==> src/source/fetch_pkg.sv <==
// Shared types and constants for the barrel-threaded fetch front end
// Word, hart id, hart mask, hart run state, NOP encoding, PC step

`default_nettype none

package fetch_pkg;

    //////////////////////////////
    // Widths and counts
    //////////////////////////////

    localparam int HART_NUM = 4;               // Hardware threads sharing fetch
    localparam int WORD_W   = 32;              // Data word width
    localparam int HART_W   = 2;               // Hart index width

    //////////////////////////////
    // Types
    //////////////////////////////

    typedef logic [WORD_W-1:0]   word_t;       // Instruction, PC or address
    typedef logic [HART_W-1:0]   hart_id_t;    // Hart index
    typedef logic [HART_NUM-1:0] hart_mask_t;  // Bit n belongs to hart n

    // Per-hart run state
    typedef enum logic [1:0] {
        HART_IDLE   = 2'd0,                    // Not fetching
        HART_PEND   = 2'd1,                    // Start accepted, PC being seeded
        HART_ACTIVE = 2'd2                     // Eligible for issue
    } hart_state_e;

    //////////////////////////////
    // Constants
    //////////////////////////////

    // addi x0,x0,0
    localparam word_t OP_NOP  = 32'h0000_0013; // Filler for empty or squashed slots
    localparam word_t PC_STEP = 32'd4;         // One word per issued slot

endpackage

`default_nettype wire

==> src/source/hart_sched.sv <==
// Round-robin hart scheduler over the active mask

`timescale 1ns/1ps
`default_nettype none

module hart_sched (
    input  wire                         clk,         // Clock
    input  wire                         rst_n,       // Async reset, active low
    input  wire fetch_pkg::hart_mask_t  hart_active, // Eligible harts
    input  wire                         sched_adv,   // Selected hart was consumed
    output fetch_pkg::hart_id_t         sel_id,      // Hart to fetch for
    output logic                        sel_valid    // Some hart is eligible
);

    fetch_pkg::hart_id_t last_q;   // Last issued hart

    // Search starts just past the last issued hart
    always_comb begin : rr_pick
        fetch_pkg::hart_id_t cand;
        logic                found;
        sel_id = last_q;           // Don't care when nothing is active
        found  = 1'b0;
        for (int i = 1; i <= fetch_pkg::HART_NUM; i++) begin
            cand = fetch_pkg::hart_id_t'(int'(last_q) + i);   // Wraps in 2 bits
            if (!found && hart_active[cand]) begin
                sel_id = cand;
                found  = 1'b1;
            end
        end
    end

    assign sel_valid = |hart_active;

    // Pointer only moves on a consumed slot, so stall freezes it
    always_ff @(posedge clk or negedge rst_n) begin
        if (!rst_n) begin
            last_q <= fetch_pkg::hart_id_t'(fetch_pkg::HART_NUM - 1); // Hart 0 goes first
        end else if (sched_adv) begin
            last_q <= sel_id;
        end
    end

    // A consumed slot must have belonged to an active hart
    a_sel_active: assert property (@(posedge clk) disable iff (!rst_n)
        sched_adv |-> hart_active[sel_id]);

endmodule

`default_nettype wire

==> config.mk <==
export PLATFORM = sky130hd
export DESIGN_NAME = hart_sched
export DESIGN_NICKNAME = d
export VERILOG_FILES = /design/src/source/fetch_pkg.sv /design/src/source/hart_sched.sv
export SDC_FILE = /design/constraint.sdc
export NUM_CORES = 1
export LEC_CHECK = 0
export BUFFER_PORTS_ARGS = -buffer_cell sky130_fd_sc_hd__buf_2
export CAP_MARGIN = 15
export CORE_AREA = 5 5 42 44
export DETAILED_ROUTE_END_ITERATION = 16
export DIE_AREA = 0 0 47 49
export PLACE_DENSITY = 0.39
export REMOVE_ABC_BUFFERS = 1
export SLEW_MARGIN = 20
export SYNTH_ARGS = -nofsm -noshare
export SYNTH_HDL_FRONTEND = slang
export SYNTH_SLANG_ARGS = --single-unit
==> constraint.sdc <==
create_clock -name clk -period 1.48 [get_ports clk]
set_input_delay 0 -clock clk [delete_from_list [all_inputs] [get_ports clk]]
set_output_delay 0 -clock clk [all_outputs]
set_load 0.05 [all_outputs]
# Word level (Yosys, flattened, before mapping)
# Cells that the tools add are included.
[totals] elab_cells=31 out_inout_bits=3 in_bits=7 ff_bits=2
[classes] n_mux=15 reduce_logical=7 n_lt_le_gt_ge=4 add_sub_neg=4
[op_table] op="less-than comparator 2 x 3 -> 1 bit, second input constant" n=4
[op_table] op="binary-select mux 1 bit (select 2 bit)" n=4
[op_table] op="two-way mux 2 bit" n=4
[op_table] op="two-way mux 1 bit" n=7
[op_table] op="adder 2 x 1 -> 2 bit, second input constant" n=2
[op_table] op="adder 2 bit, second input constant" n=2
[op_table] op="OR reduction 4 bit" n=1
[op_table] op="logical AND 1 bit" n=3
[op_table] op="logical NOT 1 bit" n=3

# Depth between registers and ports, before layout
[logic_depth] ltp_word=13 ltp_mapped=4 depth_no_buf=3

# Worst setup path before layout
# OpenSTA, ideal clock, no wires.
[synth_path] path_kind="register to output" startpoint="register last_q[0]" endpoint="output sel_id[0]" setup_slack_ns=0.161 required_ns=1.480 path_stages_with_launch=5 arrival_time_ns=1.319 cell_sequence="dfstp_2 clkbuf_2 nand2_1 and3_1 a221o_1"
[synth_between] elab_chain_cells=13 word_cells_on_any_way=25
[synth_rtl] item="from (decl)" line_no="hart_sched.sv:15" source="fetch_pkg::hart_id_t last_q;"
[synth_rtl] item="from (signal assigned)" line_no="hart_sched.sv:37" source="last_q <= fetch_pkg::hart_id_t'(fetch_pkg::HART_NUM - 1);"
[synth_rtl] item="from (signal assigned)" line_no="hart_sched.sv:39" source="last_q <= sel_id;"
[synth_rtl] item="adder 2 x 1 -> 2 bit" line_no="hart_sched.sv:24" source="cand = fetch_pkg::hart_id_t'(int'(last_q) + i);"
[synth_rtl] item="binary-select mux 1 bit (select 2 bit)" line_no="hart_sched.sv:25" source="if (!found && hart_active[cand]) begin"
[synth_rtl] item="two-way mux 1 bit (not written as such)" line_no="hart_sched.sv:25"
[synth_rtl] item="two-way mux 1 bit" line_no="hart_sched.sv:25"
[synth_rtl] item="logical NOT 1 bit" line_no="hart_sched.sv:25"
[synth_rtl] item="logical AND 1 bit" line_no="hart_sched.sv:25"
[synth_rtl] item="two-way mux 1 bit" line_no="hart_sched.sv:25"
[synth_rtl] item="logical NOT 1 bit" line_no="hart_sched.sv:25"
[synth_rtl] item="logical AND 1 bit" line_no="hart_sched.sv:25"
[synth_rtl] item="two-way mux 1 bit" line_no="hart_sched.sv:25"
[synth_rtl] item="logical NOT 1 bit" line_no="hart_sched.sv:25"
[synth_rtl] item="logical AND 1 bit" line_no="hart_sched.sv:25"
[synth_rtl] item="two-way mux 2 bit (*)" line_no="hart_sched.sv:25"
[synth_rtl] item="to (decl)" line_no="hart_sched.sv:11" source="output fetch_pkg::hart_id_t sel_id,"
# Every way passes the cells marked *; elsewhere a longest branch is shown, timed or not. The select of a mux whose other input is x is not followed.

# Worst setup path after layout
[layout_path] startpoint="register last_q[0]" endpoint="output sel_id[1]"
# The elaborated chain is that of the path after synthesis.

==> impl_metrics.tcl <==
set metrics [dict create \
    status "complete, but fails checks" \
    violations "negative setup slack" \
    async_flop_share_pct 100.0 \
    fmax_mhz 664.5 \
    p_leak_nw 0.1787 \
    vias 282 \
    cts_root_buf "clkbuf_4" \
    antenna_found_initial 0 \
    num_antenna_cells 0 \
    worstMarginPinSlew_ns 0.2497 \
    area_growth_pct 68.48 \
    netlist_area_sq_um 230.2 \
    yosys-top-cells-area "dfstp_2 (23%), a221o_1 (8.7%), nand2b_1 (8.2%)" \
    cts_buffer_depth 2 \
    initialDrtViolationCount 3 \
    grt_setup_unrepaired "yes" \
    min_period_ns 1.505 \
    worst_ep_arrival_time_ns 1.50 \
    synth.avg_cell_area_sq_um 7.674 \
    clkTransAtPathRegs_ns 0.03 \
    seqCellArea_sq_um 52.55 \
    max_flop_register "last_q" \
    die_height_um 49 \
    clock_latency_ns 0.23 \
    final_max_slew_viol_count 0 \
    netlist_instances 30 \
    cts_max_level 1 \
    synthFlopType "dfstp_2" \
    power_mw 0.8502 \
    end_kind "primary output" \
    die_area_sq_um 2303 \
    synth_top_area_share_pct 22.83 \
    fin_ws_ns -0.02490 \
    finalHoldViolCount 0 \
    first_pass_iters 4 \
    slew_headroom_pct 83.47 \
    power_density_nw_per_um2 2192 \
    synth_seq_area_share_pct 22.83 \
    synthDistinctLibCells 18 \
    start_kind "flip-flop" \
    ant_nets 0 \
    wl_um 730 \
    fin_area_sq_um 387.9 \
    synth_common_cells "nand2_1 (4), a21oi_1 (3), nand2b_1 (3), o21ai_0 (3)" \
    final_nets 56 \
    setup_viol 2 \
    multi_input_area_sq_um 172.7 \
    drive_above_1_share_pct 53.19 \
    cts_sinks 2 \
    clock_skew_ns 0.002265 \
    dpl.hpwl_um 447.3 \
    core_area_sq_um 1401 \
    crit_type "reg -> out" \
    largest_reg_flops 2 \
    drc 0 \
    synth_edf_count 0 \
    cp.required_ns 1.48 \
    finalCritPeriodShare_pct 101.7 \
    viasPerCell 4.476 \
    fillers 170 \
    pin_count 10 \
    ys_ff_latch 2 \
    dpl_cell_area_sq_um 279.0 \
    hold_class "in -> reg" \
    drv_cap 0 \
    grt_pass1_vias 285 \
    worst-path-max-fanout 7 \
    cts_buffers 3 \
    rows 14 \
    setup_tns_ns -0.04541 \
    largest_registers "last_q (2)" \
    grt-ovfl-total 0 \
    yosys.cell_count.top_type "nand2_1" \
    io_buffers 9 \
    grt_max_degree 9 \
    reg2reg_setup_slack_ns 0.22 \
    die_w_um 47 \
    place.gp.congestion 0.6303 \
    yosysTopAreaCell "dfstp_2" \
    grt_first_pass_wirelength_mm 1.248 \
    cts_tree "built" \
    grt_use_total_pct 7.454 \
    ir_drop_mv 0.6839 \
    yosys_warnings 0 \
    start_util_pct 16.43 \
    wl_per_cell_um 11.59 \
]
==> routing by layer <==
layer / GRT usage (%) / wire length, um / vias to the layer above
li1: - / - / 147
met1: 11.16 / 358 / 127
met2: 8.824 / 341 / 8
met3: 0.3690 / 30 / 0
met4: 6.912 / 0 / 0
met5: 0 / 0 / -
==> cells in the final DEF, fill, tap and decap left out, types with 2 or more instances in the layout <==
cell type / netlist / final
nand2_1: 4 / 3
nand2b_1: 3 / 2
o21ai_0: 3 / 2
buf_6: 1 / 3
buf_2: 0 / 7
a221o_1: 2 / 2
buf_4: 0 / 5
dfstp_2: 2 / 2
a21oi_1: 3 / 3
nand2b_4: 1 / 2
clkbuf_4: 0 / 3
nor2_1: 2 / 2
==> report_power, final <==
part	internal [mW]	total, mW	leakage (nW)	switching, mW
clock network	0.0899	0.125	0.0138	0.0350
logic	0.300	0.565	0.144	0.265
registers	0.106	0.160	0.0210	0.0547
total	0.495	0.850	0.179	0.355
==> stage by stage <==
stage                     setup WS (ns)  util (%)  hold WS [ns]  cells
after global routing            -0.1004     27.68        0.1052     63
after floorplan                  0.2306         -       -0.1478     28
after detailed placement         0.1831     19.91      -0.04317     53
final                          -0.02490     27.68       0.07161     63
after global placement           0.1669     19.91      -0.04451     53
after CTS                      -0.04216     25.27       0.06551     60
==> kinds of logic after synthesis <==
group | count (synthesis) | share of synthesized area (%)
flops | 2 | 22.83
compound gates | 11 | 33.69
buf+inv | 3 | 8.692
simple gates | 14 | 34.78
==> worst max-delay path, cell delays in order, from the launching register on <==
cell      delay [ns]
dfstp_2         0.60
nand2b_4        0.15
a21oi_1         0.06
a311o_2         0.31
buf_6           0.16
==> final timing paths <==
check	to	cells after the start	from
worst max-delay path	sel_id[1]	4	last_q[0]
worst min-delay path	last_q[0]	3	sched_adv
min in group asynchronous	last_q[0]	2	rst_n
max in group asynchronous	last_q[1]	2	rst_n
worst min register to register	last_q[0]	2	last_q[0]
worst max register to register	last_q[1]	4	last_q[0]
==> timing repair <==
item / CTS / global route
buffers inserted: 3 / 3
hold buffers: 1 / 0
endpoints found under the setup margin: 2 / 2
resized for setup: 5 / 4
endpoints found under the hold margin: 2 / 0
pin swaps: 1 / 2
==> layout make-up <==
class | instances | share of cell area [%]
Multi-Input combinational cell | 25 | 44.52
Timing Repair Buffer | 16 | 30.00
Tap cell | 16 | 5.161
Clock buffer | 3 | 5.806
Sequential cell | 2 | 13.55
Inverter | 1 | 0.9677
(Power assumes the default switching activity.)
