==> config.mk <==
export PLATFORM = sky130hd
export DESIGN_NAME = hart_ctrl
export DESIGN_NICKNAME = d
export VERILOG_FILES = /design/src/source/fetch_pkg.sv /design/src/source/hart_ctrl.sv
export SDC_FILE = /design/constraint.sdc
export NUM_CORES = 1
export LEC_CHECK = 0
export BUFFER_PORTS_ARGS = -buffer_cell sky130_fd_sc_hd__buf_4
export CORE_MARGIN = 1
export CORE_UTILIZATION = 43
export CTS_CLUSTER_SIZE = 10
export DETAILED_ROUTE_END_ITERATION = 8
export PLACE_DENSITY = 0.78
export REMOVE_ABC_BUFFERS = 1
export SETUP_SLACK_MARGIN = 0.5
export SLEW_MARGIN = 30
export SYNTH_ARGS = -nofsm -noshare
export SYNTH_HDL_FRONTEND = slang
export SYNTH_SLANG_ARGS = --single-unit
==> constraint.sdc <==
create_clock -name clk -period 3.5 [get_ports clk]
set_input_delay 0.35 -clock clk [delete_from_list [all_inputs] [get_ports clk]]
set_output_delay 0.35 -clock clk [all_outputs]
set_load 0.01 [all_outputs]
==> src/source/fetch_pkg.sv <==
// Shared types and constants for the barrel-threaded fetch front end
// Word, hart id, hart mask, hart run state, NOP encoding, PC step

`default_nettype none

package fetch_pkg;

    //////////////////////////////
    // Widths and counts
    //////////////////////////////

    localparam int HART_NUM = 4;               // Hardware threads sharing fetch
    localparam int WORD_W   = 32;              // Data word width
    localparam int HART_W   = 2;               // Hart index width

    //////////////////////////////
    // Types
    //////////////////////////////

    typedef logic [WORD_W-1:0]   word_t;       // Instruction, PC or address
    typedef logic [HART_W-1:0]   hart_id_t;    // Hart index
    typedef logic [HART_NUM-1:0] hart_mask_t;  // Bit n belongs to hart n

    // Per-hart run state
    typedef enum logic [1:0] {
        HART_IDLE   = 2'd0,                    // Not fetching
        HART_PEND   = 2'd1,                    // Start accepted, PC being seeded
        HART_ACTIVE = 2'd2                     // Eligible for issue
    } hart_state_e;

    //////////////////////////////
    // Constants
    //////////////////////////////

    // addi x0,x0,0
    localparam word_t OP_NOP  = 32'h0000_0013; // Filler for empty or squashed slots
    localparam word_t PC_STEP = 32'd4;         // One word per issued slot

endpackage

`default_nettype wire

==> src/source/hart_ctrl.sv <==
// Hart control: per-hart run-state FSM, start and halt handling,
// PC seed strobe for the IF/ID register and the active mask

`timescale 1ns/1ps
`default_nettype none

module hart_ctrl (
    input  wire                   clk,          // Clock
    input  wire                   rst_n,        // Async reset, active low
    input  wire                   start,        // Start strobe
    input  wire fetch_pkg::hart_id_t start_id,  // Hart to start
    input  wire fetch_pkg::word_t    start_pc,  // Its first PC
    input  wire                   halt,         // Halt strobe
    input  wire fetch_pkg::hart_id_t halt_id,   // Hart to halt
    output fetch_pkg::hart_mask_t hart_active,  // Harts eligible for issue
    output logic                  pc_load,      // Seed a PC this cycle
    output fetch_pkg::hart_id_t   pc_load_id,   // Hart being seeded
    output fetch_pkg::word_t      pc_load_pc    // Seed value
);

    fetch_pkg::hart_state_e state_q [fetch_pkg::HART_NUM]; // Run state per hart
    logic                   start_ok;                      // Start hits an idle hart

    assign start_ok = start && (state_q[start_id] == fetch_pkg::HART_IDLE);

    //////////////////////////////
    // Run-state FSM, one per hart
    //////////////////////////////

    always_ff @(posedge clk or negedge rst_n) begin
        if (!rst_n) begin
            for (int h = 0; h < fetch_pkg::HART_NUM; h++) begin
                state_q[h] <= fetch_pkg::HART_IDLE;
            end
            pc_load <= 1'b0;
        end else begin
            for (int h = 0; h < fetch_pkg::HART_NUM; h++) begin
                case (state_q[h])
                    fetch_pkg::HART_IDLE: begin
                        if (start && start_id == fetch_pkg::hart_id_t'(h)) begin
                            state_q[h] <= fetch_pkg::HART_PEND;   // Seed PC next cycle
                        end
                    end
                    fetch_pkg::HART_PEND: begin
                        state_q[h] <= fetch_pkg::HART_ACTIVE;     // PC seeded by now
                    end
                    fetch_pkg::HART_ACTIVE: begin
                        if (halt && halt_id == fetch_pkg::hart_id_t'(h)) begin
                            state_q[h] <= fetch_pkg::HART_IDLE;
                        end
                    end
                    default: state_q[h] <= fetch_pkg::HART_IDLE;
                endcase
            end
            pc_load <= start_ok;                  // One-cycle seed strobe
        end
    end

    // Seed payload, only meaningful with pc_load
    always_ff @(posedge clk) begin
        if (start_ok) begin
            pc_load_id <= start_id;
            pc_load_pc <= start_pc;
        end
    end

    always_comb begin
        for (int h = 0; h < fetch_pkg::HART_NUM; h++) begin
            hart_active[h] = (state_q[h] == fetch_pkg::HART_ACTIVE);
        end
    end

    //////////////////////////////
    // Checks
    //////////////////////////////

    // Seed lands while the hart is still pending, never on an issuing hart
    a_load_pend: assert property (@(posedge clk) disable iff (!rst_n)
        pc_load |-> (state_q[pc_load_id] == fetch_pkg::HART_PEND));

    a_start_halt: assert property (@(posedge clk) disable iff (!rst_n)
        !(start && halt && start_id == halt_id));

endmodule

`default_nettype wire

== Word level (Yosys, flattened, before mapping) ==
Index checks and enable logic that the tools add are counted.
Storage, ports and cells
  bits in registers: 43
  input bits: 40
Operators by class
  order comparisons: 1
  eq/ne operators: 22
  mux-type cells: 15
  bitwise logic cells: 1
  reductions and logical operators: 20
Operators with widths (count)
  $pmux 2 s3: 4
  $mux 2: 10
  $eq 2x2->1 const B: 8
  $logic_not 2->1: 7
  $eq 2x1->1 const B: 6
  $logic_and 1x1->1: 9
  $ne 2x1->1 const B: 4
  $ne 2x2->1 const B: 4
  $reduce_and 2->1: 4
  $bmux 2 s2: 1
  $ge 3x3->1 const B: 1
  $not 2->3: 1

== Logic depth before layout (Yosys ltp) ==
  word-level depth: 6
  depth in mapped cells: 3
  gate-level depth less buffers: 3

== Least setup slack after synthesis ==
OpenSTA, ideal clock, no wires.
  kind: reg2reg
  start point: reg state_q[0] (netlist name)
  end point: reg pc_load_id[0], enable pin
  arrival: 2.397 ns
  required time: 3.062 ns
  slack: 0.665 ns
  stages on the path, launching flop included: 4
  clock period less this slack: 2.835 ns
  cells stage by stage: dfrtp_1 o211ai_2 o311ai_1 a21oi_1
On the way
  word-level cells in the longest chain between the ends: 5
Ends and longest elaborated chain
  from (decl): RTL line hart_ctrl.sv:21  | fetch_pkg::hart_state_e state_q [fetch_pkg::HART_NUM];
  from (signal, indexed assignment): RTL line hart_ctrl.sv:33  | state_q[h] <= fetch_pkg::HART_IDLE;
  from (signal, indexed assignment): RTL line hart_ctrl.sv:41  | state_q[h] <= fetch_pkg::HART_PEND;
  from (signal, indexed assignment): RTL line hart_ctrl.sv:45  | state_q[h] <= fetch_pkg::HART_ACTIVE;
  $bmux 2 s2: RTL line hart_ctrl.sv:24  | assign start_ok = start && (state_q[start_id] == fetch_pkg::HART_IDLE);
  $mux 2 (not written as such) (2 in a row): RTL line hart_ctrl.sv:24
  $logic_not 2->1: RTL line hart_ctrl.sv:24
  $logic_and 1x1->1: RTL line hart_ctrl.sv:24
  named net start_ok: RTL line hart_ctrl.sv:22  | logic start_ok;
  to (signal assigned): RTL line hart_ctrl.sv:62  | pc_load_id <= start_id;
  to (decl): RTL line hart_ctrl.sv:17  | output fetch_pkg::hart_id_t pc_load_id,
The timed path passes the listed nets, and every way through them passes these cells. The select of a mux whose other input is x is not followed.
A chain may end at the register's enable or synchronous reset.

== Worst setup path in the final report ==
  start point: reg state_q[0] (netlist name)
  end point: reg pc_load_pc[6], enable pin
On the way
  word-level cells in the longest chain between the ends: 5
Ends and longest elaborated chain
  $bmux 2 s2: RTL line hart_ctrl.sv:24
  $mux 2 (not written as such) (2 in a row): RTL line hart_ctrl.sv:24
  $logic_not 2->1: RTL line hart_ctrl.sv:24
  $logic_and 1x1->1: RTL line hart_ctrl.sv:24
  named net start_ok: RTL line hart_ctrl.sv:22
  to (signal assigned): RTL line hart_ctrl.sv:63  | pc_load_pc <= start_pc;
  to (decl): RTL line hart_ctrl.sv:18  | output fetch_pkg::word_t pc_load_pc
The timed path passes the listed nets, and every way through them passes these cells. The select of a mux whose other input is x is not followed.

==> reports/metrics.cfg <==
[sta]
slew_violations=0
setup_viol=0
fin_skew_ns=0.01240
finalCriticalPeriod_ns=1.909
fin_setup_tns_ns=0
worstMarginPinSlew_ns=0.6421
rsz0062_at_grt=no
slew-limit-headroom_pct=57.10
hold_violations=0
max_freq_ghz=0.5239
post-route-period-util_pct=54.54

[floorplanning]
die_w_um=60.00
core_mm2=0.003128
die_area_mm2=0.003599
die_h_um=60.00
ioPinCount=79
start_util_pct=46.24
row_count=20

[synth]
ys_types=17
synth.avg_cell_area_um2=19.29
synth_cells=75
synth_top_area_share_pct=70.59
synth-simple-area-share_pct=7.266
synth-seq-area-share_pct=86.16
yosysTopAreaCell=edfxtp_1
synth_xor_area_share_pct=0
yosysWarnings=0
synth_compound_area_share_pct=4.585
synthAdderAreaFrac_pct=0
synth_area_mm2=0.001446
synth_top_family_by_area=simple AND/OR/NAND/NOR gates
synthMuxAreaShare_pct=0.6920
synthTopCellsByArea=edfxtp_1 71%, dfrtp_1 16%, nor4b_2 2.1%
synth_seq_cells=43

[setup_path]
required_ns=3.57
worstRegToRegCells=4
cp_data_arrival_time_ns=1.97
reg2reg_slack_ns=1.59
crit_fanout=20
r2r_end=pc_load_pc[6]
start_kind=flip-flop
worstSetupPathType=flip-flop to flip-flop
rr_startpoint=state_q[0]
endpoint_kind=flip-flop

[detailed_routing]
drc=0
wirelength_um=3112
first_pass_iters=4
vias_per_cell=4.783
vias=990
wire_per_inst_um=15.03
drt_iter0_drc=28
drtAntennaViolNets=0

[clocking]
clkSlewWorstSetupHoldPaths_ns=0.13
cts.sinks=43
cts_htree_levels=2
clk_path_buf_depth=2
post-cts-setup-buffer-count=0
cts_tree=yes
cts_buffers=5
root_buffer=clkbuf_4
clk_latency_ns=0.35

[grt]
grt_max_degree=36
antenna_found_initial=0
grt_pass1_vias=952
grt_first_pass_wirelength_um=4554
grt-ovfl-total=0
grt_use_total_pct=18.62

[layout]
num_antenna_cells=0
area_delta_synth_final_pct=51.04
layout.nets=202
drive_above_1_share_pct=57.06
stdcell_count=207
mostFrequentLayoutCell=buf_4
final_cell_mix=78 x buf_4, 34 x edfxtp_1, 9 x dfrtp_1, 5 x inv_1, 5 x clkbuf_4

[pwr]
powerDensity_mw_per_mm2=531.5
max-vdd-ir-drop_v=0.0002631
p_leak_nw=0.9259

[run]
drv_cap=0

[run_status]
status=completed

[worst_hold_path]
whs_endpoint=pc_load_pc[7]
hold_path.class=primary input to flip-flop
hold_start=start_pc[7]
hold_path_depth=1

[placed_design]
placedCellCount=197
dp_hpwl_um=2385
port-buffer-count=78
place.gp.congestion=0.7133

## cells in the mapped netlist
| master | n |
|---|---|
| nor2b_1 | 2 |
| nand2_1 | 2 |
| o211ai_2 | 1 |
| a21oi_1 | 2 |
| nand2b_1 | 2 |
| nor4_1 | 2 |
| dfrtp_1 | 9 |
| o21ai_1 | 3 |
| nor3_1 | 1 |
| o311ai_1 | 1 |
| o21ai_0 | 4 |
| nor4b_2 | 2 |
| nor2b_2 | 2 |
| edfxtp_1 | 34 |
| nor2_1 | 2 |
| inv_1 | 5 |
| mux2i_1 | 1 |
## registers in the layout, indices dropped and copies added, names as in the netlist
register,cells
pc_load_id,2
pc_load,1
pc_load_pc,32
state_q,8
## metal layers
layer	vias to the layer above	global-route usage (%)	share of wire, %
met5	-	0	0
met4	0	9.635	2.4
met3	8	6.710	11
met2	71	28.41	47
met1	456	23.37	39
li1	455	-	-
## layout make-up
| class | instances | area, um^2 |
|---|---|---|
| Sequential cell | 43 | 1246 |
| Fill cell | 215 | 943.4 |
| Timing Repair Buffer | 80 | 610.6 |
| Multi-Input combinational cell | 27 | 192.7 |
| Tap cell | 44 | 55.05 |
| Clock buffer | 5 | 37.54 |
| Clock inverter | 3 | 23.77 |
| Inverter | 5 | 18.77 |
## worst max-delay path, stage by stage, from the launching register on
cell      delay (ns)
dfrtp_1         0.46
o211ai_2        0.20
o311ai_1        0.17
a21oi_4         0.54
buf_8           0.25
## how the worst max path moves through the flow
stage	startpoint	slack [ns]	to
2_1_floorplan	state_q[0]	0.67	pc_load_id[0]
3_3_place_gp	start_id[1]	1.56	pc_load_pc[20]
3_5_place_dp	state_q[0]	1.48	pc_load_pc[9]
4_1_cts	state_q[0]	1.46	pc_load_pc[16]
5_1_grt	state_q[0]	1.52	pc_load_pc[6]
6_report	state_q[0]	1.59	pc_load_pc[6]
## repair_timing
| item | CTS | global route |
|---|---|---|
| hold endpoints to repair | 9 | 0 |
| hold buffers | 1 | 0 |
| gates resized for setup | 0 | 0 |
## where the power goes
part           total (W)  internal, W  switching (W)
Clock           0.000241    0.0000805       0.000160
Combinational   0.000252     0.000132       0.000120
Sequential      0.000669     0.000633      0.0000361
Total            0.00116     0.000845       0.000316
## cells by family after synthesis
logic type / count (synthesis)
mux: 1
flops: 43
buf+inv: 5
compound gates: 11
simple gates: 15
## per-stage QoR
| step | total power [W] | setup WS, ns | cell area, um^2 | hold slack [ns] | util [%] |
|---|---|---|---|---|---|
| detailed placement | 0.0009279 | 1.479 | 2098 | 0.1797 | 67.08 |
| global route | 0.001219 | 1.524 | 2185 | 0.1290 | 69.84 |
| global placement | 0.0009163 | 1.564 | 2098 | 0.1780 | 67.08 |
| floorplan | 0.0007733 | 0.6653 | 1446 | 0.05441 | - |
| CTS | 0.001168 | 1.465 | 2170 | 0.1438 | 69.36 |
| finish | 0.001161 | 1.591 | 2185 | 0.1623 | 69.84 |
No activity file was read; power rests on OpenSTA's default activity.
